==> src/hdl/align_params.svh <==
`ifndef ALIGN_PARAMS_SVH
`define ALIGN_PARAMS_SVH

// ~~~~~~~~~~~~~~~~~~~~~~~~~~~~~~~~~~~~~~~~~~~~~~~~~~
// Host word geometry
// ~~~~~~~~~~~~~~~~~~~~~~~~~~~~~~~~~~~~~~~~~~~~~~~~~~
`define WIDTH      32  // Bits per host word
`define NUMVROW    96  // Words per bank
`define BITVROW    7
`define NUMVBNK    2   // Banks
`define BITVBNK    1

// ~~~~~~~~~~~~~~~~~~~~~~~~~~~~~~~~~~~~~~~~~~~~~~~~~~
// Wide row geometry
// ~~~~~~~~~~~~~~~~~~~~~~~~~~~~~~~~~~~~~~~~~~~~~~~~~~
`define NUMWRDS    3   // Words packed in one row, not a power of two
`define BITWRDS    2
`define NUMSROW    32  // Rows per bank
`define BITSROW    5
`define SEGW       16  // Bits under one segment enable
`define NUMSEG     6   // Segments across a row

// Latency and flop stages
`define SRAM_DELAY 2   // Memory read command to data
`define FLOPGEN    1   // Host input flop
`define FLOPOUT    1   // Read result flop

`endif

==> src/hdl/mem_pkg.sv <==
`include "align_params.svh"

package mem_pkg;

  typedef logic [`NUMWRDS*`WIDTH-1:0] row_t;
  typedef logic [`NUMSEG-1:0]         dwsn_t;  // Low enables a segment
  typedef logic [`BITSROW-1:0]        srow_t;
  typedef logic [`BITVBNK-1:0]        mbank_t;

  // ~~~~~~~~~~~~~~~~~~~~~~~~~~~~~~~~~~~~~~~~~~~~~~~~~~
  // Segment enable helpers
  // ~~~~~~~~~~~~~~~~~~~~~~~~~~~~~~~~~~~~~~~~~~~~~~~~~~

  function automatic dwsn_t seg_dwsn(row_t bits);
    dwsn_t d;
    for (int s = 0; s < `NUMSEG; s++) begin
      d[s] = ~|bits[s*`SEGW +: `SEGW];  // Enabled when any bit of it is touched
    end
    return d;
  endfunction

  function automatic row_t seg_mask(dwsn_t d);
    row_t m;
    for (int s = 0; s < `NUMSEG; s++) begin
      m[s*`SEGW +: `SEGW] = {`SEGW{~d[s]}};
    end
    return m;
  endfunction

endpackage

==> src/hdl/mem_if.sv <==
`timescale 1ns/10ps

interface mem_if;
  import mem_pkg::*;

  logic   write;
  mbank_t wr_bnk;
  srow_t  wr_adr;
  dwsn_t  wr_dwsn;
  row_t   bw;
  row_t   din;

  logic   read;
  mbank_t rd_bnk;
  srow_t  rd_adr;
  dwsn_t  rd_dwsn;
  row_t   rd_dout;  // Returns SRAM_DELAY cycles after read

  modport ctrl (output write, wr_bnk, wr_adr, wr_dwsn, bw, din,
                output read, rd_bnk, rd_adr, rd_dwsn,
                input  rd_dout);

  modport mem  (input  write, wr_bnk, wr_adr, wr_dwsn, bw, din,
                input  read, rd_bnk, rd_adr, rd_dwsn,
                output rd_dout);

  // Upstream face of a block that sits between a controller and the memory
  modport pass (input  write, wr_bnk, wr_adr, wr_dwsn, bw, din,
                input  read, rd_bnk, rd_adr, rd_dwsn,
                output rd_dout);

endinterface

==> src/hdl/mem_init_ctrl.sv <==
`timescale 1ns/10ps
`include "align_params.svh"

module mem_init_ctrl (
  input  logic clk,
  input  logic rst_n,
  output logic init_busy,
  mem_if.pass  up,
  mem_if.ctrl  dn
);
  import mem_pkg::*;

  localparam int CNTW = `BITVBNK + `BITSROW;
  localparam logic [CNTW-1:0] CNT_PRELAST = CNTW'(`NUMVBNK * `NUMSROW - 2);

  typedef enum logic [1:0] {CLEAR, LAST, RUN} state_t;

  state_t          state;
  state_t          state_nxt;
  logic [CNTW-1:0] sweep_cnt;  // Bank in the upper bits, row below

  always_comb begin
    state_nxt = state;
    case (state)
      CLEAR:   if (sweep_cnt == CNT_PRELAST) state_nxt = LAST;
      LAST:    state_nxt = RUN;
      default: state_nxt = RUN;
    endcase
  end

  always_ff @(posedge clk or negedge rst_n) begin
    if (!rst_n) begin
      state     <= CLEAR;
      sweep_cnt <= '0;
    end else begin
      state <= state_nxt;
      if (state != RUN) sweep_cnt <= sweep_cnt + 1'b1;
    end
  end

  // ~~~~~~~~~~~~~~~~~~~~~~~~~~~~~~~~~~~~~~~~~~~~~~~~~~
  // Command mux toward the memory
  // ~~~~~~~~~~~~~~~~~~~~~~~~~~~~~~~~~~~~~~~~~~~~~~~~~~
  always_comb begin
    dn.write   = up.write;
    dn.wr_bnk  = up.wr_bnk;
    dn.wr_adr  = up.wr_adr;
    dn.wr_dwsn = up.wr_dwsn;
    dn.bw      = up.bw;
    dn.din     = up.din;
    dn.read    = up.read;
    dn.rd_bnk  = up.rd_bnk;
    dn.rd_adr  = up.rd_adr;
    dn.rd_dwsn = up.rd_dwsn;
    if (state != RUN) begin
      dn.write   = 1'b1;  // Clear one row per cycle
      dn.wr_bnk  = mbank_t'(sweep_cnt >> `BITSROW);
      dn.wr_adr  = srow_t'(sweep_cnt);
      dn.wr_dwsn = '0;
      dn.bw      = '1;
      dn.din     = '0;
      dn.read    = 1'b0;
    end
  end

  assign up.rd_dout = dn.rd_dout;
  assign init_busy  = (state != RUN);

endmodule

==> src/flat_wrapper.sv <==
// flat-port wrapper written by rule: the top's interface ports become plain ports
module mem_init_ctrl_flat import mem_pkg::*;
  (clk, rst_n, init_busy, up_write, up_wr_bnk, up_wr_adr, up_wr_dwsn, up_bw, up_din, up_read, up_rd_bnk, up_rd_adr, up_rd_dwsn, up_rd_dout, dn_write, dn_wr_bnk, dn_wr_adr, dn_wr_dwsn, dn_bw, dn_din, dn_read, dn_rd_bnk, dn_rd_adr, dn_rd_dwsn, dn_rd_dout);
  mem_if up_i ();
  mem_if dn_i ();
  input  logic clk;
  input  logic rst_n;
  output logic init_busy;
  input wire logic [$bits(up_i.write)-1:0] up_write;
  input wire logic [$bits(up_i.wr_bnk)-1:0] up_wr_bnk;
  input wire logic [$bits(up_i.wr_adr)-1:0] up_wr_adr;
  input wire logic [$bits(up_i.wr_dwsn)-1:0] up_wr_dwsn;
  input wire logic [$bits(up_i.bw)-1:0] up_bw;
  input wire logic [$bits(up_i.din)-1:0] up_din;
  input wire logic [$bits(up_i.read)-1:0] up_read;
  input wire logic [$bits(up_i.rd_bnk)-1:0] up_rd_bnk;
  input wire logic [$bits(up_i.rd_adr)-1:0] up_rd_adr;
  input wire logic [$bits(up_i.rd_dwsn)-1:0] up_rd_dwsn;
  output wire logic [$bits(up_i.rd_dout)-1:0] up_rd_dout;
  output wire logic [$bits(dn_i.write)-1:0] dn_write;
  output wire logic [$bits(dn_i.wr_bnk)-1:0] dn_wr_bnk;
  output wire logic [$bits(dn_i.wr_adr)-1:0] dn_wr_adr;
  output wire logic [$bits(dn_i.wr_dwsn)-1:0] dn_wr_dwsn;
  output wire logic [$bits(dn_i.bw)-1:0] dn_bw;
  output wire logic [$bits(dn_i.din)-1:0] dn_din;
  output wire logic [$bits(dn_i.read)-1:0] dn_read;
  output wire logic [$bits(dn_i.rd_bnk)-1:0] dn_rd_bnk;
  output wire logic [$bits(dn_i.rd_adr)-1:0] dn_rd_adr;
  output wire logic [$bits(dn_i.rd_dwsn)-1:0] dn_rd_dwsn;
  input wire logic [$bits(dn_i.rd_dout)-1:0] dn_rd_dout;
  assign up_i.write = up_write;
  assign up_i.wr_bnk = up_wr_bnk;
  assign up_i.wr_adr = up_wr_adr;
  assign up_i.wr_dwsn = up_wr_dwsn;
  assign up_i.bw = up_bw;
  assign up_i.din = up_din;
  assign up_i.read = up_read;
  assign up_i.rd_bnk = up_rd_bnk;
  assign up_i.rd_adr = up_rd_adr;
  assign up_i.rd_dwsn = up_rd_dwsn;
  assign up_rd_dout = up_i.rd_dout;
  assign dn_write = dn_i.write;
  assign dn_wr_bnk = dn_i.wr_bnk;
  assign dn_wr_adr = dn_i.wr_adr;
  assign dn_wr_dwsn = dn_i.wr_dwsn;
  assign dn_bw = dn_i.bw;
  assign dn_din = dn_i.din;
  assign dn_read = dn_i.read;
  assign dn_rd_bnk = dn_i.rd_bnk;
  assign dn_rd_adr = dn_i.rd_adr;
  assign dn_rd_dwsn = dn_i.rd_dwsn;
  assign dn_i.rd_dout = dn_rd_dout;
  mem_init_ctrl u_core (.clk(clk), .rst_n(rst_n), .init_busy(init_busy), .up(up_i), .dn(dn_i));
endmodule
==> config.mk <==
export PLATFORM = sky130hd
export DESIGN_NAME = mem_init_ctrl_flat
export DESIGN_NICKNAME = d
export VERILOG_FILES = /design/src/hdl/mem_pkg.sv /design/src/hdl/mem_if.sv /design/src/hdl/mem_init_ctrl.sv /design/src/flat_wrapper.sv
export VERILOG_INCLUDE_DIRS = /design/src /design/src/hdl
export SDC_FILE = /design/constraint.sdc
export NUM_CORES = 1
export LEC_CHECK = 0
export ABC_AREA = 1
export ABC_CLOCK_PERIOD_IN_PS = 3000
export BUFFER_PORTS_ARGS = -buffer_cell sky130_fd_sc_hd__buf_2
export CORE_AREA = 2 2 244 246
export CTS_BUF_LIST = sky130_fd_sc_hd__clkbuf_16
export CTS_CLUSTER_DIAMETER = 60
export DETAILED_ROUTE_END_ITERATION = 8
export DIE_AREA = 0 0 246 248
export PLACE_DENSITY = 0.3
export RECOVER_POWER = 100
export SLEW_MARGIN = 5
export SYNTH_ARGS = -nofsm -noshare
export SYNTH_HDL_FRONTEND = slang
export SYNTH_SLANG_ARGS = --single-unit
==> constraint.sdc <==
create_clock -name clk -period 3 [get_ports clk]
set_input_delay 0.6 -clock clk [delete_from_list [all_inputs] [get_ports clk]]
set_output_delay 0.6 -clock clk [all_outputs]
set_load 0.01 [all_outputs]
==> results.sh, run 1 <==
export IMPL_drive_gt1_share_pct=28.72
export IMPL_rrSetupSlack_ns=1.57
export IMPL_cts_hold_buf=0
export IMPL_finalCritPeriodShare_pct=82.18
export IMPL_max_stage_delay_ns=0.46
export IMPL_cp_startpoint="u_core.state[0]"
export IMPL_ant_nets=0
export IMPL_post_drt_via_cell_ratio=2.512
export IMPL_cts_resized=0
export IMPL_critPathArrivalTime_ns=1.87
export IMPL_slew_viol_final=0
export IMPL_yosys_area_top_type_share_pct=28.52
export IMPL_die_y_um=248
export IMPL_synth_seq_cells=8
export IMPL_htree_levels=1
export IMPL_design_core_area_um2=58460
export IMPL_period_needed_ns=2.465
export IMPL_cp_max_fo=24
export IMPL_clkTransAtPathRegs_ns=0.04
export IMPL_syn_num_nets=811
export IMPL_cts_made_buffers=3
export IMPL_multi_input_area_um2=1237
export IMPL_dieArea_um2=61010
export IMPL_die_w_um=246
export IMPL_synth_area_leaders="buf_4 29%, or2_1 21%, inv_1 15%, nor2_1 14%, dfrtp_1 7.0%"
export IMPL_rows=89
export IMPL_grt_usage_pct=4.931
export IMPL_yosys_area_top_type="buf_4"
export IMPL_wl_per_cell_um=11.08
export IMPL_final_cell_area_um2=4761
export IMPL_route_vias_total=3904
export IMPL_synth_ff_type="dfrtp_1"
export IMPL_final_common_cell="buf_2"
export IMPL_dpl_cell_area_um2=4941
export IMPL_finalHoldViolCount=0
export IMPL_syn_area_um2=2869
export IMPL_clkSinkCount=8
export IMPL_rsz0062_at_grt="false"
export IMPL_drtPass1Iterations=4
export IMPL_hpwlAfterDp_mm=15.66
export IMPL_cellPowerDensity_nw_per_um2=108.7
export IMPL_max_slew_margin_rel_pct=62.13
export IMPL_cts_root_buffer="clkbuf_16"
export IMPL_remaining_drc_errors=0
export IMPL_grt_start_max_net_pins=109
export IMPL_async_flop_share_pct=100.0
export IMPL_cp_data_required_time_ns=2.40
export IMPL_grt_pass1_wl_mm=21.52
export IMPL_holdWs_ns=0.3064
export IMPL_start_kind="flip-flop"
export IMPL_overflow=0
export IMPL_crit_type="reg -> out"
export IMPL_crit_path_frequent_cell="inv_1"
export IMPL_io_buffer_count=414
export IMPL_grt_pass1_vias=3560
export IMPL_path_cells="inv_1 > nand2_8 > inv_1 > nand2_1 > o21ai_2 > clkbuf_1"
export IMPL_fmax_mhz=405.6
export IMPL_place_gp_congestion=0.8046
export IMPL_status="complete, no violations"
export IMPL_seq_area_frac_synth_pct=6.978
export IMPL_yosys_warnings=0
export IMPL_crit_path_end="dn_wr_bnk"
export IMPL_end_kind="output port"
export IMPL_syn_to_final_growth_pct=65.94
export IMPL_drt_iter0_drc=106
export IMPL_worst_pin_slew_ns=0.5675
export IMPL_p_leak_nw=2.227
export IMPL_slowest_stage="inv_1"
export IMPL_syn_inst=493
export IMPL_cts_tree="built"
export IMPL_start_util_pct=4.907
export IMPL_min_path_type="in -> async"
export IMPL_antenna_found_initial=4
export IMPL_fill_cells=7056
export IMPL_final_setup_viol_count=0
export IMPL_ys_types=18
export IMPL_nNetsFinal=1100
export IMPL_final_cell_mix="211 x buf_2, 203 x clkbuf_1, 112 x inv_1"
export IMPL_reg2regPathDepth=4
export IMPL_clock_skew_ns=0.0002893
export IMPL_cap_violations=0
export IMPL_regArea_um2=200.2
export IMPL_synth_edf_count=0
export IMPL_clock_latency_ns=0.23
export IMPL_r2r_start="u_core.state[0]"
export IMPL_num_io_pins=631
export IMPL_clockBufferDepth=2
export IMPL_post_cts_setup_buffers=0
export IMPL_wirelength_mm=17.22
export IMPL_irDropWorstVdd_v=0.0001163
export IMPL_r2r_end="u_core.sweep_cnt[1]"
export IMPL_setup_tns_ns=0
export IMPL_syn_area_per_cell_um2=5.819
## registers in the layout, summed over array words and instances (netlist names)
signal            flops
u_core.sweep_cnt      6
u_core.state          2
## cell usage after synthesis (2+ instances only)
| master | instances |
|---|---|
| nand4_1 | 3 |
| ha_1 | 2 |
| nand2_1 | 20 |
| inv_1 | 111 |
| xor2_1 | 2 |
| buf_4 | 109 |
| nand3_1 | 3 |
| or2_1 | 97 |
| nor2_1 | 104 |
| o21ai_2 | 7 |
| buf_6 | 14 |
| dfrtp_1 | 8 |
| buf_2 | 8 |
## stage by stage
stage | utilization (%) | std cells | worst slack [ns] | power, W
6_report | 8.143 | 1554 | 0.5346 | 0.0005174
5_1_grt | 8.139 | 1553 | 0.3310 | 0.0005469
4_1_cts | 8.580 | 1553 | 0.7446 | 0.0005258
3_5_place_dp | 8.452 | 1550 | 0.9981 | 0.0002979
3_3_place_gp | 8.452 | 1550 | 0.9365 | 0.0002981
2_1_floorplan | - | 493 | 1.390 | 0.0002838
## worst max-delay path: cells and delay by family (launching register included)
kind                   cells  cell delay (ns)
flip-flops                 1             0.37
AO/OA/AOI/OAI              1             0.09
AND/OR/NAND/NOR            2             0.28
buffers and inverters      3             0.88
## report_power, final
group	switching, W	internal (W)	leakage (nW)
clock network	0.0000532	0.000172	0.0370
logic	0.0000804	0.000103	2.09
registers	0	0.000108	0.0973
total	0.000134	0.000384	2.23
## final cells by class
cell class	count	share of cell area, %
Tap cell	773	20.32
Multi-Input combinational cell	241	25.99
Clock buffer	3	1.577
Inverter	112	8.830
Sequential cell	8	4.205
Antenna cell	1	0.05256
Timing Repair Buffer	416	39.03
## cells by family (layout without fill, tap and decap cells)
group,count (synthesis),in the layout,share of synthesized area (%)
simple gates,230,230,39.16
buf+inv,244,531,50.24
fa+ha+maj,2,2,0.8721
compound gates,7,7,2.137
xor+xnor,2,2,0.6107
flops,8,8,6.978
other cells,0,1,0
## routing by layer
metal	track usage [%]	up-vias	routed length (um)
li1	-	1831	-
met1	3.217	1592	4377
met2	11.24	453	9768
met3	2.649	26	2734
met4	0.8734	2	325
met5	0	-	12
## worst min-delay path by stage
stage	startpoint	to	slack (ns)	depth (start not counted)
after detailed placement	rst_n	u_core.sweep_cnt[3]	0.46	1
final	rst_n	u_core.sweep_cnt[3]	0.31	1
after CTS	rst_n	u_core.sweep_cnt[3]	0.22	1
after floorplan	rst_n	u_core.state[0]	0.30	0
after global placement	rst_n	u_core.sweep_cnt[3]	0.46	1
after global routing	rst_n	u_core.sweep_cnt[2]	0.36	1
Note: power is estimated with default switching activity, not from simulation.
==> run 2, diff against run 1 <==
--- a/config.mk
+++ b/config.mk
@@ -7,13 +7,13 @@
 export NUM_CORES = 1
 export LEC_CHECK = 0
 export ABC_AREA = 1
-export ABC_CLOCK_PERIOD_IN_PS = 3000
+export ABC_CLOCK_PERIOD_IN_PS = 2200
 export BUFFER_PORTS_ARGS = -buffer_cell sky130_fd_sc_hd__buf_2
-export CORE_AREA = 2 2 244 246
+export CORE_AREA = 2 2 243 245
 export CTS_BUF_LIST = sky130_fd_sc_hd__clkbuf_16
 export CTS_CLUSTER_DIAMETER = 60
 export DETAILED_ROUTE_END_ITERATION = 8
-export DIE_AREA = 0 0 246 248
+export DIE_AREA = 0 0 245 247
 export PLACE_DENSITY = 0.3
 export RECOVER_POWER = 100
 export SLEW_MARGIN = 5
==> constraint.sdc (replaced) <==
create_clock -name clk -period 2.2 [get_ports clk]
set_input_delay 0.44 -clock clk [delete_from_list [all_inputs] [get_ports clk]]
set_output_delay 0.44 -clock clk [all_outputs]
set_load 0.01 [all_outputs]
==> run 2 against run 1 <==
Net effect:
- combinational power up 28%
- non-clock buffer count increased by 2
- hold slack worse by 0.14 ns
- first-iteration DRC count shrank 64%
- register-to-register slack worse by 0.67 ns
==> results.sh, run 2 (same netlist as run 1, synthesis figures left out) <==
export IMPL_status="complete, no violations"
export IMPL_r2r_end="u_core.sweep_cnt[2]"
export IMPL_crit_type="reg -> out"
export IMPL_reg2regPathDepth=4
export IMPL_syn_to_final_growth_pct=66.64
export IMPL_p_int_w=0.0005226
export IMPL_fill_cells=7015
export IMPL_top_register="u_core.sweep_cnt"
export IMPL_wirelength_mm=18.48
export IMPL_r2r_start="u_core.state[1]"
export IMPL_crit_path_end="dn_bw[84]"
export IMPL_cts_tree="built"
export IMPL_wl_per_cell_um=11.88
export IMPL_die_w_um=245
export IMPL_nNetsFinal=1102
export IMPL_num_io_pins=631
export IMPL_final_setup_viol_count=0
export IMPL_setup_tns_ns=0
export IMPL_slowest_stage="dfrtp_1"
export IMPL_cp_startpoint="u_core.state[0]"
export IMPL_final_cell_area_um2=4781
export IMPL_post_cts_setup_buffers=0
export IMPL_total_power_w=0.0006866
export IMPL_final_cell_mix="219 x buf_2, 191 x clkbuf_1, 111 x inv_1"
export IMPL_grt_usage_pct=5.393
export IMPL_p_leak_nw=2.251
export IMPL_critPathArrivalTime_ns=1.61
export IMPL_die_y_um=247
export IMPL_htree_levels=1
export IMPL_drtPass1Iterations=4
export IMPL_place_gp_congestion=0.6983
export IMPL_cap_violations=0
export IMPL_post_drt_via_cell_ratio=2.470
export IMPL_hpwlAfterDp_mm=16.71
export IMPL_grt_start_max_net_pins=96
export IMPL_max_slew_margin_rel_pct=64.38
export IMPL_clock_skew_ns=0.0008767
export IMPL_cellPowerDensity_nw_per_um2=143.6
export IMPL_path_cells="inv_1 > nand2_8 > buf_12 > or2_0 > buf_2"
export IMPL_end_kind="output port"
export IMPL_start_kind="flip-flop"
export IMPL_fmax_mhz=487.2
export IMPL_largest_reg_flops=6
export IMPL_io_buffer_count=414
export IMPL_finalHoldViolCount=0
export IMPL_route_vias_total=3844
export IMPL_irDropWorstVdd_v=0.0001595
export IMPL_clkSinkCount=8
export IMPL_grt_pass1_vias=3620
export IMPL_design_core_area_um2=58240
export IMPL_antenna_found_initial=5
export IMPL_max_stage_delay_ns=0.36
export IMPL_ant_nets=0
export IMPL_p_sw_share_pct=23.88
export IMPL_seq_power_share_pct=21.6
export IMPL_slew_viol_final=0
export IMPL_drive_gt1_share_pct=30.69
export IMPL_cp_max_fo=95
export IMPL_dieArea_um2=60520
export IMPL_cp_data_required_time_ns=1.76
export IMPL_worst_pin_slew_ns=0.5342
export IMPL_remaining_drc_errors=0
export IMPL_reg_top3="u_core.sweep_cnt: 6 flops, u_core.state: 2 flops"
export IMPL_grtUsageMet1_pct=4.218
export IMPL_rrSetupSlack_ns=0.90
export IMPL_cts_resized=0
export IMPL_dpl_cell_area_um2=4956
export IMPL_switchingPower_w=0.0001639
export IMPL_rsz0062_at_grt="false"
export IMPL_final_common_cell="buf_2"
export IMPL_cts_hold_buf=0
export IMPL_cts_made_buffers=3
export IMPL_clkTransAtPathRegs_ns=0.04
export IMPL_min_path_type="in -> async"
export IMPL_overflow=0
export IMPL_grt_pass1_wl_mm=23.13
export IMPL_clockBufferDepth=2
export IMPL_finalCritPeriodShare_pct=93.30
export IMPL_period_needed_ns=2.053
export IMPL_clkPwrFrac_pct=44.1
export IMPL_drt_iter0_drc=38
export IMPL_cts_root_buffer="clkbuf_16"
export IMPL_comb_power_share_pct=34.3
export IMPL_grt_busiest_layer="met2"
export IMPL_start_util_pct=4.926
export IMPL_clock_latency_ns=0.23
export IMPL_rows=89
export IMPL_gr_usage_met3_pct=3.788
export IMPL_use_met2_pct=9.957
## run 2: cell count changes in the layout (fill, tap and decap cells not counted), moves of 6 or more
cell / delta
clkbuf_1: -12
clkbuf_2: +6
or2_0: +7
or2_1: -7
buf_2: +8
## run 2: worst max-delay path, delay by kind of cell, from the launching register on
kind	cells	cell delay, ns
buf+inv	3	0.52
flops	1	0.36
simple gates	2	0.42
## run 2: worst min path at each step
stage / endpoint / slack (ns) / startpoint
final: u_core.state[0] / 0.17 / rst_n
after global routing: u_core.sweep_cnt[3] / 0.20 / rst_n
after CTS: u_core.sweep_cnt[3] / 0.07 / rst_n
after detailed placement: u_core.sweep_cnt[5] / 0.31 / rst_n
after global placement: u_core.sweep_cnt[5] / 0.31 / rst_n
after floorplan: u_core.state[0] / 0.14 / rst_n
## run 2: power by group through the flow
stage / combinational (W) / clock (W) / sequential [W]
after floorplan: 0.000237 / 0 / 0.000150
after global placement: 0.000240 / 0 / 0.000150
after detailed placement: 0.000242 / 0 / 0.000150
after CTS: 0.000243 / 0.000310 / 0.000148
after global routing: 0.000265 / 0.000322 / 0.000148
final: 0.000236 / 0.000303 / 0.000148
## run 2: stage by stage
step	instances	util [%]	hold WS, ns	worst slack [ns]
CTS	1555	8.639	0.06871	0.08497
global placement	1552	8.510	0.3080	0.3297
floorplan	493	-	0.1444	0.7503
global route	1556	8.209	0.2048	0.01627
detailed placement	1552	8.510	0.3126	0.3322
finish	1556	8.209	0.1656	0.1473
## run 2: area by class of cell
cell class / count / area [um2] / area share (%)
Antenna cell: 1 / 2.502 / 0.05234
Clock buffer: 3 / 75.07 / 1.570
Inverter: 112 / 420.4 / 8.793
Multi-Input combinational cell: 241 / 1241 / 25.96
Sequential cell: 8 / 200.2 / 4.187
Tap cell: 773 / 967.2 / 20.23
Timing Repair Buffer: 418 / 1874 / 39.20
## run 2: per-layer routing
| layer | wire, um | up-vias |
|---|---|---|
| li1 | - | 1834 |
| met1 | 5443 | 1553 |
| met2 | 8857 | 429 |
| met3 | 3272 | 24 |
| met4 | 889 | 4 |
| met5 | 20 | - |
==> run 3, diff against run 2 <==
--- a/config.mk
+++ b/config.mk
@@ -7,15 +7,16 @@
 export NUM_CORES = 1
 export LEC_CHECK = 0
 export ABC_AREA = 1
-export ABC_CLOCK_PERIOD_IN_PS = 2200
+export ABC_CLOCK_PERIOD_IN_PS = 2600
 export BUFFER_PORTS_ARGS = -buffer_cell sky130_fd_sc_hd__buf_2
-export CORE_AREA = 2 2 243 245
+export CORE_AREA = 2 2 244 246
 export CTS_BUF_LIST = sky130_fd_sc_hd__clkbuf_16
 export CTS_CLUSTER_DIAMETER = 60
 export DETAILED_ROUTE_END_ITERATION = 8
-export DIE_AREA = 0 0 245 247
+export DIE_AREA = 0 0 246 248
 export PLACE_DENSITY = 0.3
 export RECOVER_POWER = 100
+export SKIP_CTS_REPAIR_TIMING = 1
 export SLEW_MARGIN = 5
 export SYNTH_ARGS = -nofsm -noshare
 export SYNTH_HDL_FRONTEND = slang
==> constraint.sdc (replaced) <==
create_clock -name clk -period 2.6 [get_ports clk]
set_input_delay 0.52 -clock clk [delete_from_list [all_inputs] [get_ports clk]]
set_output_delay 0.52 -clock clk [all_outputs]
set_load 0.01 [all_outputs]
==> run 3 against run 2 <==
Net effect:
- clock skew about the same
- critical path depth down 1
- flip-flop and latch count is the same
- hold slack better by 0.052 ns
- highest routed layer unchanged
==> results.sh, run 3 (same netlist as run 1, synthesis figures left out) <==
export IMPL_drtPass1Iterations=4
export IMPL_path_cells="nand2_8 > buf_4 > or2_1 > clkbuf_1"
export IMPL_ant_nets=0
export IMPL_final_cell_area_um2=4752
export IMPL_top_register="u_core.sweep_cnt"
export IMPL_crit_type="reg -> out"
export IMPL_num_io_pins=631
export IMPL_wl_met2_mm=9.182
export IMPL_post_drt_via_cell_ratio=2.468
export IMPL_hpwlAfterDp_mm=15.31
export IMPL_grt_start_max_net_pins=111
export IMPL_finalHoldViolCount=0
export IMPL_dpl_cell_area_um2=4928
export IMPL_worst_pin_slew_ns=0.8212
export IMPL_cp_max_fo=110
export IMPL_slew_viol_final=0
export IMPL_final_common_cell="buf_2"
export IMPL_htree_levels=1
export IMPL_dieArea_um2=61010
export IMPL_largest_reg_flops=6
export IMPL_critPathTopFamily="buffers and inverters"
export IMPL_die_w_um=246
export IMPL_die_y_um=248
export IMPL_setup_tns_ns=0
export IMPL_rows=89
export IMPL_reg_top3="u_core.sweep_cnt: 6 flops, u_core.state: 2 flops"
export IMPL_grt_pass1_vias=3595
export IMPL_grt_pass1_wl_mm=21.02
export IMPL_clockBufferDepth=2
export IMPL_rsz0062_at_grt="false"
export IMPL_max_stage_delay_ns=0.59
export IMPL_grt_usage_pct=4.809
export IMPL_cts_made_buffers=3
export IMPL_antenna_found_initial=3
export IMPL_critPathArrivalTime_ns=1.82
export IMPL_design_core_area_um2=58460
export IMPL_io_buffer_count=414
export IMPL_routed_top_layer="met5"
export IMPL_nNetsFinal=1100
export IMPL_start_kind="flip-flop"
export IMPL_wl_per_cell_um=10.88
export IMPL_slowest_stage="buf_4"
export IMPL_wl_met3_mm=2.776
export IMPL_start_util_pct=4.907
export IMPL_final_cell_mix="209 x buf_2, 203 x clkbuf_1, 112 x inv_1"
export IMPL_period_needed_ns=2.335
export IMPL_cap_violations=0
export IMPL_cts_root_buffer="clkbuf_16"
export IMPL_place_gp_congestion=0.8007
export IMPL_route_vias_total=3835
export IMPL_p_leak_nw=2.215
export IMPL_remaining_drc_errors=0
export IMPL_final_setup_viol_count=0
export IMPL_clock_latency_ns=0.23
export IMPL_syn_to_final_growth_pct=65.63
export IMPL_clock_skew_ns=0.0009188
export IMPL_routedLengthMet1_mm=4.127
export IMPL_finalCritPeriodShare_pct=89.81
export IMPL_cellPowerDensity_nw_per_um2=124.1
export IMPL_fmax_mhz=428.2
export IMPL_drive_gt1_share_pct=28.85
export IMPL_path_buf_inv=2
export IMPL_irDropWorstVdd_v=0.0001485
export IMPL_overflow=0
export IMPL_clkSinkCount=8
export IMPL_max_slew_margin_rel_pct=45.26
export IMPL_wirelength_mm=16.90
export IMPL_status="complete, no violations"
export IMPL_cts_tree="built"
export IMPL_drt_iter0_drc=60
export IMPL_min_path_type="in -> async"
export IMPL_clkTransAtPathRegs_ns=0.04
export IMPL_cp_data_required_time_ns=2.08
export IMPL_end_kind="output port"
run 3: cell types whose count changed in the layout (fill, tap and decap cells not counted):
cell      change
buf_2        -10
buf_4         +1
buf_6         -1
clkbuf_1     +12
clkbuf_2      -4
inv_1         +1
inv_2         -1
or2_0         -5
or2_1         +5
run 3: area by class of cell:
cell class / count / area, um2
diodes: 1 / 2.502
clock buffers: 3 / 75.07
fillers: 7041 / 53710
inverters: 112 / 420.4
multi-input cells: 241 / 1241
flip-flops and latches: 8 / 200.2
well taps: 773 / 967.2
repair buffers: 416 / 1846
run 3: report_power, final:
part | internal, W | leakage [nW] | switching [W] | total, W
Clock | 0.000198 | 0.0370 | 0.0000582 | 0.000256
Sequential | 0.000125 | 0.0973 | 0 | 0.000125
Combinational | 0.000119 | 2.08 | 0.0000893 | 0.000208
run 3: path summary, 6_finish.rpt:
kind / from / end / slack, ns / cells past startpoint
max: u_core.state[1] / dn_bw[65] / 0.26 / 4
min: rst_n / u_core.sweep_cnt[4] / 0.22 / 1
max reg2reg: u_core.state[1] / u_core.sweep_cnt[2] / 1.03 / 4
min reg2reg: u_core.sweep_cnt[5] / u_core.sweep_cnt[5] / 0.47 / 2
max in group asynchronous: rst_n / u_core.sweep_cnt[0] / 2.06 / 1
min in group clk: u_core.sweep_cnt[5] / u_core.sweep_cnt[5] / 0.47 / 2
run 3: per-layer routing:
layer	GRT usage (%)	vias to the layer above
met5	0	-
met4	2.460	4
met3	2.574	41
met2	10.33	433
met1	3.062	1528
li1	-	1829
run 3: through the flow:
stage | hold slack [ns] | worst slack [ns] | std cells | power [W] | util [%]
after floorplan | 0.2244 | 1.070 | 493 | 0.0003275 | -
after global placement | 0.3846 | 0.5759 | 1550 | 0.0003393 | 8.430
after detailed placement | 0.3797 | 0.5167 | 1550 | 0.0003386 | 8.430
after CTS | 0.1328 | 0.2703 | 1553 | 0.0006022 | 8.559
after global routing | 0.2411 | 0.1291 | 1554 | 0.0006290 | 8.128
final | 0.2176 | 0.2649 | 1554 | 0.0005899 | 8.128
