[src/hdl/align_params.svh]
`ifndef ALIGN_PARAMS_SVH
`define ALIGN_PARAMS_SVH

// ~~~~~~~~~~~~~~~~~~~~~~~~~~~~~~~~~~~~~~~~~~~~~~~~~~
// Host word geometry
// ~~~~~~~~~~~~~~~~~~~~~~~~~~~~~~~~~~~~~~~~~~~~~~~~~~
`define WIDTH      32  // Bits per host word
`define NUMVROW    96  // Words per bank
`define BITVROW    7
`define NUMVBNK    2   // Banks
`define BITVBNK    1

// ~~~~~~~~~~~~~~~~~~~~~~~~~~~~~~~~~~~~~~~~~~~~~~~~~~
// Wide row geometry
// ~~~~~~~~~~~~~~~~~~~~~~~~~~~~~~~~~~~~~~~~~~~~~~~~~~
`define NUMWRDS    3   // Words packed in one row, not a power of two
`define BITWRDS    2
`define NUMSROW    32  // Rows per bank
`define BITSROW    5
`define SEGW       16  // Bits under one segment enable
`define NUMSEG     6   // Segments across a row

// Latency and flop stages
`define SRAM_DELAY 2   // Memory read command to data
`define FLOPGEN    1   // Host input flop
`define FLOPOUT    1   // Read result flop

`endif

[src/hdl/align_pkg.sv]
`include "align_params.svh"

package align_pkg;

  // ~~~~~~~~~~~~~~~~~~~~~~~~~~~~~~~~~~~~~~~~~~~~~~~~~~
  // Host side data
  // ~~~~~~~~~~~~~~~~~~~~~~~~~~~~~~~~~~~~~~~~~~~~~~~~~~

  typedef logic [`WIDTH-1:0] word_t;

  typedef logic [`WIDTH-1:0] mask_t;  // One bit per data bit, set to write

  // ~~~~~~~~~~~~~~~~~~~~~~~~~~~~~~~~~~~~~~~~~~~~~~~~~~
  // Host side addressing
  // ~~~~~~~~~~~~~~~~~~~~~~~~~~~~~~~~~~~~~~~~~~~~~~~~~~

  typedef logic [`BITVROW-1:0] vaddr_t;  // Word address inside one bank

  typedef logic [`BITVBNK-1:0] bank_t;

  typedef logic [`BITWRDS-1:0] lane_t;  // Word position inside a row

  // Physical address of a read, lane in the upper bits and row below
  typedef logic [`BITWRDS+`BITSROW-1:0] padr_t;

endpackage

[src/hdl/mem_pkg.sv]
`include "align_params.svh"

package mem_pkg;

  typedef logic [`NUMWRDS*`WIDTH-1:0] row_t;
  typedef logic [`NUMSEG-1:0]         dwsn_t;  // Low enables a segment
  typedef logic [`BITSROW-1:0]        srow_t;
  typedef logic [`BITVBNK-1:0]        mbank_t;

  // ~~~~~~~~~~~~~~~~~~~~~~~~~~~~~~~~~~~~~~~~~~~~~~~~~~
  // Segment enable helpers
  // ~~~~~~~~~~~~~~~~~~~~~~~~~~~~~~~~~~~~~~~~~~~~~~~~~~

  function automatic dwsn_t seg_dwsn(row_t bits);
    dwsn_t d;
    for (int s = 0; s < `NUMSEG; s++) begin
      d[s] = ~|bits[s*`SEGW +: `SEGW];  // Enabled when any bit of it is touched
    end
    return d;
  endfunction

  function automatic row_t seg_mask(dwsn_t d);
    row_t m;
    for (int s = 0; s < `NUMSEG; s++) begin
      m[s*`SEGW +: `SEGW] = {`SEGW{~d[s]}};
    end
    return m;
  endfunction

endpackage

[src/hdl/mem_if.sv]
`timescale 1ns/10ps

interface mem_if;
  import mem_pkg::*;

  logic   write;
  mbank_t wr_bnk;
  srow_t  wr_adr;
  dwsn_t  wr_dwsn;
  row_t   bw;
  row_t   din;

  logic   read;
  mbank_t rd_bnk;
  srow_t  rd_adr;
  dwsn_t  rd_dwsn;
  row_t   rd_dout;  // Returns SRAM_DELAY cycles after read

  modport ctrl (output write, wr_bnk, wr_adr, wr_dwsn, bw, din,
                output read, rd_bnk, rd_adr, rd_dwsn,
                input  rd_dout);

  modport mem  (input  write, wr_bnk, wr_adr, wr_dwsn, bw, din,
                input  read, rd_bnk, rd_adr, rd_dwsn,
                output rd_dout);

  // Upstream face of a block that sits between a controller and the memory
  modport pass (input  write, wr_bnk, wr_adr, wr_dwsn, bw, din,
                input  read, rd_bnk, rd_adr, rd_dwsn,
                output rd_dout);

endinterface

[src/hdl/np2_addr.sv]
`timescale 1ns/10ps
`include "align_params.svh"

module np2_addr (
  input  align_pkg::vaddr_t vaddr,
  output align_pkg::lane_t  lane,
  output mem_pkg::srow_t    row
);
  import align_pkg::*;
  import mem_pkg::*;

  // ~~~~~~~~~~~~~~~~~~~~~~~~~~~~~~~~~~~~~~~~~~~~~~~~~~
  // Word address to row and lane
  // ~~~~~~~~~~~~~~~~~~~~~~~~~~~~~~~~~~~~~~~~~~~~~~~~~~

  // NUMWRDS is not a power of two, so the split is a real divide by a constant.
  // Consecutive addresses walk across the lanes of one row before the row steps.

  localparam int NUMWRDS = `NUMWRDS;

  int unsigned quot;
  int unsigned rem;

  always_comb begin
    quot = int'(vaddr) / NUMWRDS;
    rem  = int'(vaddr) % NUMWRDS;
  end

  assign lane = lane_t'(rem);
  assign row  = srow_t'(quot);  // Fits, as NUMVROW equals NUMWRDS*NUMSROW

endmodule

[src/hdl/align_bw.sv]
`timescale 1ns/10ps
`include "align_params.svh"

module align_bw (
  input  logic              clk,
  input  logic              rst_n,
  input  logic              write,
  input  align_pkg::bank_t  wr_bnk,
  input  align_pkg::vaddr_t wr_adr,
  input  align_pkg::mask_t  bw,
  input  align_pkg::word_t  din,
  input  logic              read,
  input  align_pkg::bank_t  rd_bnk,
  input  align_pkg::vaddr_t rd_adr,
  output align_pkg::word_t  rd_dout,
  output logic              rd_fwrd,
  output align_pkg::padr_t  rd_padr,
  mem_if.ctrl               mem
);
  import align_pkg::*;
  import mem_pkg::*;

  localparam int TAIL = `SRAM_DELAY - 1;

  logic   write_s;
  logic   read_s;
  bank_t  wr_bnk_s;
  bank_t  rd_bnk_s;
  vaddr_t wr_adr_s;
  vaddr_t rd_adr_s;
  mask_t  bw_s;
  word_t  din_s;
  lane_t  wr_lane;
  lane_t  rd_lane;
  srow_t  wr_row;
  srow_t  rd_row;
  logic   fwd;
  row_t   wr_bw_row;
  lane_t  dl_lane [`SRAM_DELAY];
  srow_t  dl_row  [`SRAM_DELAY];
  mask_t  dl_fmsk [`SRAM_DELAY];
  word_t  dl_fdat [`SRAM_DELAY];
  word_t  tail_word;
  word_t  dout_nxt;
  logic   fwrd_nxt;
  padr_t  padr_nxt;

  // ~~~~~~~~~~~~~~~~~~~~~~~~~~~~~~~~~~~~~~~~~~~~~~~~~~
  // Host input stage
  // ~~~~~~~~~~~~~~~~~~~~~~~~~~~~~~~~~~~~~~~~~~~~~~~~~~
  generate
    if (`FLOPGEN) begin : g_in_flop
      always_ff @(posedge clk or negedge rst_n) begin
        if (!rst_n) begin
          write_s <= 1'b0;
          read_s  <= 1'b0;
        end else begin
          write_s <= write;
          read_s  <= read;
        end
      end
      always_ff @(posedge clk) begin
        wr_bnk_s <= wr_bnk;
        wr_adr_s <= wr_adr;
        bw_s     <= bw;
        din_s    <= din;
        rd_bnk_s <= rd_bnk;
        rd_adr_s <= rd_adr;
      end
    end else begin : g_in_comb
      always_comb begin
        write_s  = write;
        read_s   = read;
        wr_bnk_s = wr_bnk;
        wr_adr_s = wr_adr;
        bw_s     = bw;
        din_s    = din;
        rd_bnk_s = rd_bnk;
        rd_adr_s = rd_adr;
      end
    end
  endgenerate

  np2_addr i_wr_np2 (.vaddr(wr_adr_s), .lane(wr_lane), .row(wr_row));
  np2_addr i_rd_np2 (.vaddr(rd_adr_s), .lane(rd_lane), .row(rd_row));

  // ~~~~~~~~~~~~~~~~~~~~~~~~~~~~~~~~~~~~~~~~~~~~~~~~~~
  // Memory command
  // ~~~~~~~~~~~~~~~~~~~~~~~~~~~~~~~~~~~~~~~~~~~~~~~~~~
  assign fwd       = read_s && write_s && (rd_bnk_s == wr_bnk_s) && (rd_adr_s == wr_adr_s);
  assign wr_bw_row = row_t'(bw_s) << (wr_lane * `WIDTH);

  assign mem.write   = write_s;
  assign mem.wr_bnk  = wr_bnk_s;
  assign mem.wr_adr  = wr_row;
  assign mem.wr_dwsn = seg_dwsn(wr_bw_row);  // Untouched segments stay disabled
  assign mem.bw      = wr_bw_row;
  assign mem.din     = row_t'(din_s) << (wr_lane * `WIDTH);
  assign mem.read    = read_s && !fwd;  // Served from the write data instead
  assign mem.rd_bnk  = rd_bnk_s;
  assign mem.rd_adr  = rd_row;
  assign mem.rd_dwsn = seg_dwsn(row_t'(mask_t'('1)) << (rd_lane * `WIDTH));

  // Read metadata travels alongside the memory access
  always_ff @(posedge clk or negedge rst_n) begin
    if (!rst_n) begin
      for (int i = 0; i < `SRAM_DELAY; i++) begin
        dl_fmsk[i] <= '0;
      end
    end else begin
      dl_fmsk[0] <= fwd ? bw_s : '0;
      for (int i = 1; i < `SRAM_DELAY; i++) begin
        dl_fmsk[i] <= dl_fmsk[i-1];
      end
    end
  end

  always_ff @(posedge clk) begin
    dl_lane[0] <= rd_lane;
    dl_row[0]  <= rd_row;
    dl_fdat[0] <= din_s;
    for (int i = 1; i < `SRAM_DELAY; i++) begin
      dl_lane[i] <= dl_lane[i-1];
      dl_row[i]  <= dl_row[i-1];
      dl_fdat[i] <= dl_fdat[i-1];
    end
  end

  // ~~~~~~~~~~~~~~~~~~~~~~~~~~~~~~~~~~~~~~~~~~~~~~~~~~
  // Lane select, merge and output stage
  // ~~~~~~~~~~~~~~~~~~~~~~~~~~~~~~~~~~~~~~~~~~~~~~~~~~
  assign tail_word = word_t'(mem.rd_dout >> (dl_lane[TAIL] * `WIDTH));
  assign dout_nxt  = (dl_fmsk[TAIL] & dl_fdat[TAIL]) | (~dl_fmsk[TAIL] & tail_word);
  assign fwrd_nxt  = &dl_fmsk[TAIL];  // Only a full mask makes the whole word forwarded
  assign padr_nxt  = {dl_lane[TAIL], dl_row[TAIL]};

  generate
    if (`FLOPOUT) begin : g_out_flop
      always_ff @(posedge clk or negedge rst_n) begin
        if (!rst_n) begin
          rd_fwrd <= 1'b0;
        end else begin
          rd_fwrd <= fwrd_nxt;
        end
      end
      always_ff @(posedge clk) begin
        rd_dout <= dout_nxt;
        rd_padr <= padr_nxt;
      end
    end else begin : g_out_comb
      always_comb begin
        rd_dout = dout_nxt;
        rd_fwrd = fwrd_nxt;
        rd_padr = padr_nxt;
      end
    end
  endgenerate

endmodule

[src/flat_wrapper.sv]
// flat-port wrapper written by rule: the top's interface ports become plain ports
module align_bw_flat import align_pkg::*; import mem_pkg::*;
  (clk, rst_n, write, wr_bnk, wr_adr, bw, din, read, rd_bnk, rd_adr, rd_dout, rd_fwrd, rd_padr, mem_write, mem_wr_bnk, mem_wr_adr, mem_wr_dwsn, mem_bw, mem_din, mem_read, mem_rd_bnk, mem_rd_adr, mem_rd_dwsn, mem_rd_dout);
  mem_if mem_i ();
  input  logic clk;
  input  logic rst_n;
  input  logic write;
  input  align_pkg::bank_t wr_bnk;
  input  align_pkg::vaddr_t wr_adr;
  input  align_pkg::mask_t bw;
  input  align_pkg::word_t din;
  input  logic read;
  input  align_pkg::bank_t rd_bnk;
  input  align_pkg::vaddr_t rd_adr;
  output align_pkg::word_t rd_dout;
  output logic rd_fwrd;
  output align_pkg::padr_t rd_padr;
  output wire logic [$bits(mem_i.write)-1:0] mem_write;
  output wire logic [$bits(mem_i.wr_bnk)-1:0] mem_wr_bnk;
  output wire logic [$bits(mem_i.wr_adr)-1:0] mem_wr_adr;
  output wire logic [$bits(mem_i.wr_dwsn)-1:0] mem_wr_dwsn;
  output wire logic [$bits(mem_i.bw)-1:0] mem_bw;
  output wire logic [$bits(mem_i.din)-1:0] mem_din;
  output wire logic [$bits(mem_i.read)-1:0] mem_read;
  output wire logic [$bits(mem_i.rd_bnk)-1:0] mem_rd_bnk;
  output wire logic [$bits(mem_i.rd_adr)-1:0] mem_rd_adr;
  output wire logic [$bits(mem_i.rd_dwsn)-1:0] mem_rd_dwsn;
  input wire logic [$bits(mem_i.rd_dout)-1:0] mem_rd_dout;
  assign mem_write = mem_i.write;
  assign mem_wr_bnk = mem_i.wr_bnk;
  assign mem_wr_adr = mem_i.wr_adr;
  assign mem_wr_dwsn = mem_i.wr_dwsn;
  assign mem_bw = mem_i.bw;
  assign mem_din = mem_i.din;
  assign mem_read = mem_i.read;
  assign mem_rd_bnk = mem_i.rd_bnk;
  assign mem_rd_adr = mem_i.rd_adr;
  assign mem_rd_dwsn = mem_i.rd_dwsn;
  assign mem_i.rd_dout = mem_rd_dout;
  align_bw u_core (.clk(clk), .rst_n(rst_n), .write(write), .wr_bnk(wr_bnk), .wr_adr(wr_adr), .bw(bw), .din(din), .read(read), .rd_bnk(rd_bnk), .rd_adr(rd_adr), .rd_dout(rd_dout), .rd_fwrd(rd_fwrd), .rd_padr(rd_padr), .mem(mem_i));
endmodule
[config.mk]
export PLATFORM = sky130hd
export DESIGN_NAME = align_bw_flat
export DESIGN_NICKNAME = d
export VERILOG_FILES = /design/src/hdl/align_pkg.sv /design/src/hdl/mem_pkg.sv /design/src/hdl/mem_if.sv /design/src/hdl/np2_addr.sv /design/src/hdl/align_bw.sv /design/src/flat_wrapper.sv
export VERILOG_INCLUDE_DIRS = /design/src /design/src/hdl
export SDC_FILE = /design/constraint.sdc
export NUM_CORES = 1
export LEC_CHECK = 0
export BUFFER_PORTS_ARGS = -buffer_cell sky130_fd_sc_hd__buf_2
export CORE_AREA = 2 2 168 170
export CTS_CLUSTER_DIAMETER = 30
export DETAILED_ROUTE_END_ITERATION = 10
export DIE_AREA = 0 0 170 172
export PLACE_DENSITY_LB_ADDON = 0.25
export SLEW_MARGIN = 20
export SYNTH_ARGS = -nofsm -noshare
export SYNTH_HDL_FRONTEND = slang
export SYNTH_SLANG_ARGS = --single-unit
[constraint.sdc]
create_clock -name clk -period 16.64 [get_ports clk]
set_input_delay 3.328 -clock clk [delete_from_list [all_inputs] [get_ports clk]]
set_output_delay 3.328 -clock clk [all_outputs]
set_load 0.02 [all_outputs]
==> qor.yml, run 1 <==
drt:
  routed_wl_um: 46700
  drt_iter0_markers: 1117
  drtPass1Iterations: 8
  vias: 12900
  viasPerCell: 5.88
  drc_errors: 0
  wl_per_cell_um: 21.4
  antenna_left: 0
setup_path:
  crit_type: "reg -> out"
  critPathBufInv: 3
  crit_family: "compound AO/OA/AOI/OAI gates"
  path_cells: "ha_1, nand2b_1, a31oi_1, o32a_1, nand2_1, xnor2_1, ha_1, a21oi_1, o21ai_1, nor3_1, a21o_1, ha_4, nor2_1, o21ai_0, a211o_2, nor3_4, buf_4, buf_4, mux2i_1, buf_2"
  worstPathArrival_ns: 7.81
  cp_max_fo: 67
  worst_setup_path_start_kind: "flop"
  endpoint_kind: "primary output"
  cpPeakStageDelay_ns: 0.94
  worstPathRequired_ns: 13.31
  slowest_stage: "buf_4"
yosys:
  syn_avg_cell_area_um2: 9.20
  synthFlopType: "dfxtp_1"
  ys_seq_elements: 264
  syn_area_um2: 13300
  ys_warn_count: 0
  netlist_instances: 1441
  synth-edff-count: 0
  ys_types: 71
  seq_area_frac_synth: 0.424
  async_reset_ff_frac: 0.254
  synth_nets: 1627
run_status:
  outcome: "complete, no violations"
final_layout:
  final_cell_mix: "buf_2 (436), dfxtp_1 (195), mux2i_1 (164)"
  flow.area_growth_from_synthesis_pct: 30.8
  layout.nets: 1981
  layout_commonest_cell: "buf_2"
  seq_area_um2: 5630
  layout-drive-gt1-share: 0.310
  design_area_um2: 17300
  num-fill-cells: 2302
  multi_input_area_um2: 6770
  utilization: 0.631
die:
  fp.dieH_um: 172
  rows: 61
  ios: 438
  initial_utilization: 0.482
  design.die.area_um2: 29200
  die_w_um: 170
  core-area_um2: 27500
global_routing:
  grt_pass1_vias: 11800
  track_usage: 0.306
  grt_pass1_wl_um: 68600
  overflow: 0
  grt_max_degree: 132
  antenna_found_initial: 2
power_and_ir_drop:
  peakVddDrop_mv: 0.139
  power_density_nw_per_um2: 144
  power_uw: 2500
  p_leak_uw: 0.00803
place:
  portBuffers: 437
  gp_congestion: 0.909
  place_area_um2: 15400
  hpwlAfterDp_um: 32000
timing:
  fmax_ghz: 0.0898
  period_share: 0.670
  fin_tns_setup_ns: 0
  timing.final.max_slew_violations: 0
  clock_skew_ns: 0.0329
  timing.slew.headroom: 0.250
  period_minus_slack_ns: 11.14
  finalSetupViolations: 0
  worstMarginPinSlew_ns: 1.12
  hold_viol: 0
  rsz0062_at_grt: "no"
cts:
  h-tree-depth: 2
  clock_path_buffers: 3
  cts_hold_buf: 0
  cts_resized: 0
  cts_buffers: 52
  clockRootBuffer: "clkbuf_16"
  post-cts-setup-buffer-count: 0
  clk_pin_slew_ns: 0.05
  insertion_delay_ns: 0.56
  cts_tree: "done"
  cts_sinks: 264
worst_hold_path:
  min_path_type: "reg -> reg"
run:
  drv_cap: 0
## cell type report
| class | count | area share |
|---|---|---|
| Antenna cell | 3 | 0.000433 |
| Inverter | 73 | 0.0158 |
| Clock buffer | 65 | 0.0826 |
| Clock inverter | 33 | 0.0277 |
| Tap cell | 346 | 0.0250 |
| Timing Repair Buffer | 454 | 0.134 |
| Sequential cell | 264 | 0.324 |
| Multi-Input combinational cell | 950 | 0.390 |
## sequential cells by signal, indices dropped and copies added, names as in the netlist, 4 cells and up
signal and count:
u_core.bw_s 32, u_core.dl_row 10, u_core.dl_lane 4, u_core.rd_adr_s 7, u_core.dl_fmsk 64, u_core.rd_padr 7, u_core.din_s 32, u_core.dl_fdat 64
u_core.rd_dout 32, u_core.wr_adr_s 7
## path summary, 6_finish.rpt
kind                       cells past startpoint                          from  slack [ns]                       endpoint
setup / recovery                              20    u_core.wr_adr_s[6]$_DFF_P_        5.50                    mem_din[65]
hold / removal                                 0  u_core.dl_fdat[0][2]$_DFF_P_        0.32  u_core.dl_fdat[0][34]$_DFF_P_
setup reg to reg                              17    u_core.rd_adr_s[6]$_DFF_P_       12.12   u_core.dl_lane[0][1]$_DFF_P_
hold reg to reg                                0  u_core.dl_fdat[0][2]$_DFF_P_        0.32  u_core.dl_fdat[0][34]$_DFF_P_
max in group asynchronous                      1                         rst_n       13.21   u_core.dl_fmsk[13]$_DFF_PN0_
min in group asynchronous                      1                         rst_n        2.85   u_core.dl_fmsk[28]$_DFF_PN0_
## per-stage QoR
step                      instances  setup slack (ns)  hold WS [ns]
after floorplan                1441              8.14         0.310
after global placement         2087              6.49         0.310
after detailed placement       2087              6.16         0.312
after CTS                      2185              5.55         0.318
after global routing           2187              4.98         0.322
final                          2188              5.50         0.319
## cell usage after synthesis, types with 38 or more instances
cell      count  share of area
a211oi_1     38          0.022
a21oi_1      46          0.017
clkbuf_1    110          0.031
dfrtp_1      67           0.13
dfxtp_1     197           0.30
inv_1        72          0.020
mux2i_1     164           0.12
nand2_1      77          0.022
nand2b_1     43          0.020
nand3_1     138          0.052
nand3b_1     72          0.041
nor2_1       47          0.013
o311ai_0     66          0.044
## worst reg2reg max path: stages, from the launching register on
cell	delay, ns
dfxtp_1	0.72
ha_1	0.40
nand2b_1	0.16
a311oi_1	0.45
nand2_1	0.19
a21o_1	0.24
xor2_1	0.16
ha_1	0.26
or2_2	0.32
nor2_1	0.09
o211ai_1	0.10
o211a_1	0.23
nor2_1	0.14
ha_1	0.17
nor2_1	0.05
o211ai_1	0.07
a211o_1	0.30
mux2_1	0.36
## routing by layer
metal,GRT usage,vias to the layer above,share of wire
met1,0.390,6114,0.40
li1,-,6017,-
met5,0,-,0
met4,0.129,0,0.038
met3,0.0609,119,0.079
met2,0.508,626,0.48
## where the power goes
group | switching, uW | leakage (uW) | total (uW) | internal (uW)
sequential | 57.5 | 0.00259 | 746 | 689
combinational | 422 | 0.00452 | 651 | 229
clock | 372 | 0.000927 | 1110 | 734
total | 852 | 0.00803 | 2500 | 1650
## cell families (layout without fill, tap and decap cells)
family | Yosys count | in the layout | share of synthesized area
adder cells (fa/ha/maj) | 8 | 8 | 0.00717
flip-flops | 264 | 264 | 0.424
multiplexers | 169 | 169 | 0.128
other | 0 | 3 | 0
XOR/XNOR | 14 | 14 | 0.00925
AND/OR/NAND/NOR | 476 | 476 | 0.198
AO/OA/AOI/OAI | 283 | 283 | 0.161
buffers and inverters | 227 | 625 | 0.0718
Power figures use the tool's default switching activity.
==> inputs of run 2 (changes only) <==
--- a/config.mk
+++ b/config.mk
@@ -6,11 +6,12 @@
 export SDC_FILE = /design/constraint.sdc
 export NUM_CORES = 1
 export LEC_CHECK = 0
+export ABC_AREA = 1
 export BUFFER_PORTS_ARGS = -buffer_cell sky130_fd_sc_hd__buf_2
-export CORE_AREA = 2 2 168 170
+export CORE_AREA = 2 2 171 173
 export CTS_CLUSTER_DIAMETER = 30
 export DETAILED_ROUTE_END_ITERATION = 10
-export DIE_AREA = 0 0 170 172
+export DIE_AREA = 0 0 173 175
 export PLACE_DENSITY_LB_ADDON = 0.25
 export SLEW_MARGIN = 20
 export SYNTH_ARGS = -nofsm -noshare
==> constraint.sdc (replaced) <==
create_clock -name clk -period 9.41 [get_ports clk]
set_input_delay 1.882 -clock clk [delete_from_list [all_inputs] [get_ports clk]]
set_output_delay 1.882 -clock clk [all_outputs]
set_load 0.02 [all_outputs]
==> run 2 against run 1 <==
Global-route usage decreased by 9.4 points. Routed wire length decreased by 29%. Combinational power increased by 69%. Register-to-register slack got worse by 7.1 ns. Clock power increased by 61%. Sequential power increased by 72%. Core utilization decreased by 13 points. Cell count decreased by 8.5%. Critical endpoint is now mem_bw[35]. Highest routed layer unchanged.
==> qor.yml, run 2 <==
drt:
  antenna_left: 0
  wl_per_cell_um: 16.5
  routed_wl_um: 33100
  drc_errors: 0
  drtPass1Iterations: 4
  vias: 9145
  viasPerCell: 4.57
  drt_iter0_markers: 447
yosys:
  syn_area_um2: 10100
  ys_types: 44
  yosys.area.top_type: "dfxtp_1"
  yosysMostFrequentCell: "nor2_1"
  syn_avg_cell_area_um2: 8.87
  synthTopCellsByCount: "nor2_1 (269), dfxtp_1 (197), inv_1 (143)"
  netlist_instances: 1144
  synth_top_area_frac: 0.389
  ys_warn_count: 0
  synth-edff-count: 0
  ys_seq_elements: 264
  async_reset_ff_frac: 0.254
  synthTopCellsByArea: "dfxtp_1 (39%), dfrtp_1 (17%), nor2_1 (10%)"
  synth_nets: 1330
  synthFlopType: "dfxtp_1"
  seq_area_frac_synth: 0.554
place:
  gp_congestion: 0.929
  place_ws_ns: 2.28
  hpwlAfterDp_um: 24600
  place_area_um2: 12500
  portBuffers: 437
die:
  fp.dieH_um: 175
  die_w_um: 173
  design.die.area_um2: 30300
  core-area_um2: 28400
  rows: 62
  ios: 438
  initial_utilization: 0.357
timing:
  period_minus_slack_ns: 7.93
  clock_skew_ns: 0.0218
  hold_viol: 0
  timing.slew.headroom: 0.244
  rsz0062_at_grt: "no"
  fmax_ghz: 0.126
  period_share: 0.843
  fin_tns_setup_ns: 0
  whs_ns: 0.319
  worstMarginPinSlew_ns: 1.13
  finalSetupViolations: 0
  timing.final.max_slew_violations: 0
  fin_ws_ns: 1.48
cts:
  cts_resized: 0
  h-tree-depth: 2
  cts_hold_buf: 0
  post-cts-setup-buffer-count: 0
  cts_tree: "done"
  clock_path_buffers: 3
  cts_sinks: 264
  clk_pin_slew_ns: 0.05
  cts_buffers: 47
  clockRootBuffer: "clkbuf_16"
  insertion_delay_ns: 0.53
power_and_ir_drop:
  power_density_nw_per_um2: 294
  seq_power_share: 0.307
  peakVddDrop_mv: 0.178
  power_frac_comb: 0.264
  power_uw: 4180
  power_switching_uw: 1410
  p_sw_frac: 0.338
  p_int_uw: 2760
  power_frac_clock: 0.428
  p_leak_uw: 0.00746
final_layout:
  antenna_cells: 0
  flow.area_growth_from_synthesis_pct: 39.9
  final_cell_mix: "buf_2 (436), nor2_1 (268), dfxtp_1 (197)"
  layout.nets: 1767
  layout_commonest_cell: "buf_2"
  design_area_um2: 14200
  biggestRegsByFlops: "u_core.dl_fdat x64, u_core.dl_fmsk x64"
  layout-drive-gt1-share: 0.387
  num-fill-cells: 2742
setup_path:
  crit_path_frequent_cell: "nand2_1"
  r2r_start: "u_core.rd_adr_s[6]$_DFF_P_"
  crit_cells: 30
  r2r_slack_ns: 5.05
  cp_max_fo: 54
  worstPathArrival_ns: 6.05
  regToRegEndpoint: "u_core.dl_lane[0][1]$_DFF_P_"
  slowest_stage: "clkinv_2"
  cpPeakStageDelay_ns: 0.76
  worst_setup_path_start_kind: "flop"
  rr_worst_depth: 28
  crit_family: "simple AND/OR/NAND/NOR gates"
  endpoint_kind: "primary output"
  worstPathRequired_ns: 7.53
  crit_type: "reg -> out"
  critPathBufInv: 7
run:
  drv_cap: 0
worst_hold_path:
  worstHoldStart: "u_core.dl_row[0][1]$_DFF_P_"
  min_to: "u_core.dl_row[1][1]$_DFF_P_"
  holdPathStages: 0
  min_path_type: "reg -> reg"
run_status:
  outcome: "complete, no violations"
global_routing:
  grt_max_degree: 75
  track_usage: 0.211
  overflow: 0
  grt_pass1_vias: 8899
  grt_pass1_wl_um: 49600
  antenna_found_initial: 0
==> run 2: cell types whose count changed after synthesis, moves of 37 or more <==
cell / before / now
nor2_1: 47 / 269
mux2i_1: 164 / 0
nand3_1: 138 / 32
clkbuf_1: 110 / 20
nand3b_1: 72 / 0
inv_1: 72 / 143
o311ai_0: 66 / 0
nand2b_1: 43 / 0
a21oi_1: 46 / 4
nor3_2: 1 / 40
a211oi_1: 38 / 1
==> run 2: metrics by stage <==
| stage | instances | utilization |
|---|---|---|
| global route | 2001 | 0.500 |
| floorplan | 1144 | - |
| global placement | 1916 | 0.439 |
| CTS | 2001 | 0.500 |
| detailed placement | 1916 | 0.439 |
| finish | 2001 | 0.500 |
==> run 2: worst max-delay path by stage <==
stage | slack [ns] | end | start
after detailed placement | 2.28 | mem_wr_dwsn[3] | u_core.wr_adr_s[5]$_DFF_P_
after CTS | 1.67 | mem_wr_dwsn[3] | u_core.wr_adr_s[5]$_DFF_P_
final | 1.48 | mem_bw[35] | u_core.wr_adr_s[5]$_DFF_P_
after global placement | 2.48 | mem_wr_dwsn[3] | u_core.wr_adr_s[5]$_DFF_P_
after global routing | 0.91 | mem_din[50] | u_core.wr_adr_s[5]$_DFF_P_
after floorplan | 3.09 | mem_rd_dwsn[1] | u_core.rd_adr_s[5]$_DFF_P_
==> run 2: kinds of logic (layout without fill, tap and decap cells) <==
logic type | count (synthesis) | in the layout | synth area share
buf+inv | 206 | 679 | 0.0944
simple gates | 546 | 546 | 0.265
flops | 264 | 264 | 0.554
compound gates | 119 | 119 | 0.0765
fa+ha+maj | 6 | 6 | 0.00740
xor+xnor | 3 | 3 | 0.00259
==> run 2: layout make-up <==
cell class / count / area (um^2) / area share
flip-flops and latches: 264 / 5620 / 0.396
multi-input cells: 674 / 3570 / 0.252
repair buffers: 442 / 2230 / 0.157
clock buffers: 53 / 1280 / 0.0903
inverters: 152 / 574 / 0.0405
well taps: 384 / 480 / 0.0339
clock inverters: 32 / 437 / 0.0308
==> run 2: worst register-to-register path, delay by kind of cell (launching register included) <==
kind	cells	cell delay (ns)
and+or+nand+nor	20	2.76
adders and majority gates	3	0.56
DFF	1	0.43
AOI/OAI and AO/OA	2	0.20
xor gates and xnor gates	1	0.16
buffers and inverters	2	0.11
==> run 2: layer usage <==
metal	vias up	track usage	wire, um
li1	4535	-	-
met1	4201	0.264	14200
met2	357	0.370	16300
met3	52	0.0381	1930
met4	0	0.0667	692
met5	-	0	0
==> run 2: power by group through the flow <==
stage | sequential [uW] | combinational, uW | clock [uW]
2_1_floorplan | 1390 | 681 | 0
6_report | 1280 | 1100 | 1790
4_1_cts | 1280 | 1110 | 1820
3_3_place_gp | 1300 | 1100 | 0
5_1_grt | 1300 | 1200 | 1880
3_5_place_dp | 1310 | 1110 | 0
==> inputs of run 3 (changes only) <==
--- a/config.mk
+++ b/config.mk
@@ -8,10 +8,10 @@
 export LEC_CHECK = 0
 export ABC_AREA = 1
 export BUFFER_PORTS_ARGS = -buffer_cell sky130_fd_sc_hd__buf_2
-export CORE_AREA = 2 2 171 173
+export CORE_AREA = 2 2 172 174
 export CTS_CLUSTER_DIAMETER = 30
 export DETAILED_ROUTE_END_ITERATION = 10
-export DIE_AREA = 0 0 173 175
+export DIE_AREA = 0 0 174 176
 export PLACE_DENSITY_LB_ADDON = 0.25
 export SLEW_MARGIN = 20
 export SYNTH_ARGS = -nofsm -noshare
==> constraint.sdc (replaced) <==
create_clock -name clk -period 8 [get_ports clk]
set_input_delay 1.6 -clock clk [delete_from_list [all_inputs] [get_ports clk]]
set_output_delay 1.6 -clock clk [all_outputs]
set_load 0.02 [all_outputs]
==> run 3 against run 2 <==
Register-to-register slack worse by 1.3 ns. Non-clock buffer count is 1 higher. Count of clock-buffer cells in the layout is 18 higher. Critical path depth is 3 higher. Critical path type unchanged. Worst hold slack hardly changed. Power is 20% higher. Cell count is 0.65% higher. Setup slack worse by 0.89 ns. Clock skew is 0.0027 ns lower. Highest routed layer unchanged. Combinational power is 18% higher. Global-route usage hardly changed. Routed wire length is 0.30% higher.
==> qor.yml, run 3 (synthesis gave the netlist of run 2 again) <==
die:
  rows: 62
  die_w_um: 174
  design.die.area_um2: 30600
  fp.dieH_um: 176
  core-area_um2: 28500
  initial_utilization: 0.355
  ios: 438
place:
  place_ws_ns: 1.19
  hpwlAfterDp_um: 25200
  portBuffers: 437
  gp_congestion: 0.917
setup_path:
  slowest_stage: "buf_4"
  crit_path_frequent_cell: "nand2_1"
  rr_worst_depth: 28
  worst_setup_path_start_kind: "flop"
  worstPathArrival_ns: 5.81
  worstPathRequired_ns: 6.40
  regToRegEndpoint: "u_core.dl_lane[0][1]$_DFF_P_"
  r2r_start: "u_core.rd_adr_s[6]$_DFF_P_"
  crit_type: "reg -> out"
  cp_max_fo: 41
  cpPeakStageDelay_ns: 0.54
  endpoint_kind: "primary output"
  r2r_slack_ns: 3.70
  worstSetupStartpoint: "u_core.wr_adr_s[5]$_DFF_P_"
power_and_ir_drop:
  power_density_nw_per_um2: 349
  p_leak_uw: 0.00751
  peakVddDrop_mv: 0.163
final_layout:
  layout-drive-gt1-share: 0.388
  antenna_cells: 0
  num-fill-cells: 2782
  layout.nets: 1773
  biggestRegsByFlops: "u_core.dl_fdat x64, u_core.dl_fmsk x64"
  flow.area_growth_from_synthesis_pct: 41.0
  final_cell_mix: "buf_2 (436), nor2_1 (268), dfxtp_1 (197)"
  layout_commonest_cell: "buf_2"
  utilization: 0.501
worst_hold_path:
  worstHoldStart: "u_core.dl_fdat[0][28]$_DFF_P_"
  min_path_type: "reg -> reg"
  holdPathStages: 0
  min_to: "u_core.dl_fdat[0][60]$_DFF_P_"
cts:
  cts_buffers: 52
  cts_tree: "done"
  cts_resized: 0
  cts_sinks: 264
  clk_pin_slew_ns: 0.04
  h-tree-depth: 2
  post-cts-setup-buffer-count: 0
  insertion_delay_ns: 0.54
  clockRootBuffer: "clkbuf_16"
  clock_path_buffers: 3
  cts_hold_buf: 0
timing:
  fin_ws_ns: 0.590
  timing.slew.headroom: 0.354
  worstMarginPinSlew_ns: 0.968
  fin_tns_setup_ns: 0
  rsz0062_at_grt: "no"
  clock_skew_ns: 0.0191
  timing.final.max_slew_violations: 0
  finalSetupViolations: 0
  period_minus_slack_ns: 7.41
  hold_viol: 0
  fmax_ghz: 0.135
  period_share: 0.926
drt:
  drtPass1Iterations: 5
  antenna_left: 0
  viasPerCell: 4.57
  routed_wl_um: 33200
  drt_iter0_markers: 439
  wl_per_cell_um: 16.5
  drc_errors: 0
  vias: 9210
run:
  drv_cap: 0
global_routing:
  track_usage: 0.211
  grt_max_degree: 68
  overflow: 0
  grt_pass1_wl_um: 50300
  grt_pass1_vias: 9009
  antenna_found_initial: 0
run_status:
  outcome: "complete, no violations"
==> run 3: cell types whose count changed in the layout (fill, tap and decap cells not counted), sizes merged <==
cell      delta
bufinv       -1
clkbuf      +18
inv          -9
clkinvlp     +4
buf          +1
==> run 3: worst max-delay path by stage <==
stage	to	slack [ns]
global route	mem_bw[54]	0.07
finish	mem_din[58]	0.59
CTS	mem_bw[40]	0.62
detailed placement	mem_din[58]	1.19
global placement	mem_bw[40]	1.43
floorplan	mem_rd_dwsn[1]	1.96
==> run 3: critical path: cells and delay by family, from the launching register on <==
kind          cells  cell delay [ns]
buf+inv           7             1.33
flops             1             0.50
simple gates     23             2.72
fa+ha+maj         3             0.66
==> run 3: area by class of cell <==
| cell class | instances | area [um^2] | share of cell area |
|---|---|---|---|
| inverter | 152 | 573 | 0.0401 |
| clock buffer | 71 | 1510 | 0.105 |
| timing repair buffer | 443 | 2230 | 0.156 |
| clock inverter | 26 | 318 | 0.0222 |
| multi-input combinational | 674 | 3570 | 0.250 |
| tap | 384 | 480 | 0.0336 |
| sequential | 264 | 5620 | 0.393 |
==> run 3: stage by stage <==
step / hold slack [ns] / instances / area, um^2 / power (uW)
2_1_floorplan: 0.310 / 1144 / 10100 / 2430
3_3_place_gp: 0.310 / 1917 / 12500 / 2830
3_5_place_dp: 0.312 / 1917 / 12500 / 2840
4_1_cts: 0.323 / 2014 / 14300 / 5040
5_1_grt: 0.324 / 2014 / 14300 / 5240
6_report: 0.319 / 2014 / 14300 / 5000
==> run 3: power breakdown <==
group / leakage, uW / switching (uW) / internal, uW
Clock: 0.000887 / 678 / 1500
Combinational: 0.00403 / 910 / 386
Sequential: 0.00259 / 53.9 / 1460
==> run 3: layer usage <==
| metal | vias to the layer above | global-route usage | share of wire |
|---|---|---|---|
| li1 | 4547 | - | - |
| met1 | 4219 | 0.267 | 0.43 |
| met2 | 392 | 0.361 | 0.48 |
| met3 | 52 | 0.0459 | 0.068 |
| met4 | 0 | 0.0690 | 0.025 |
| met5 | - | 0 | 0 |
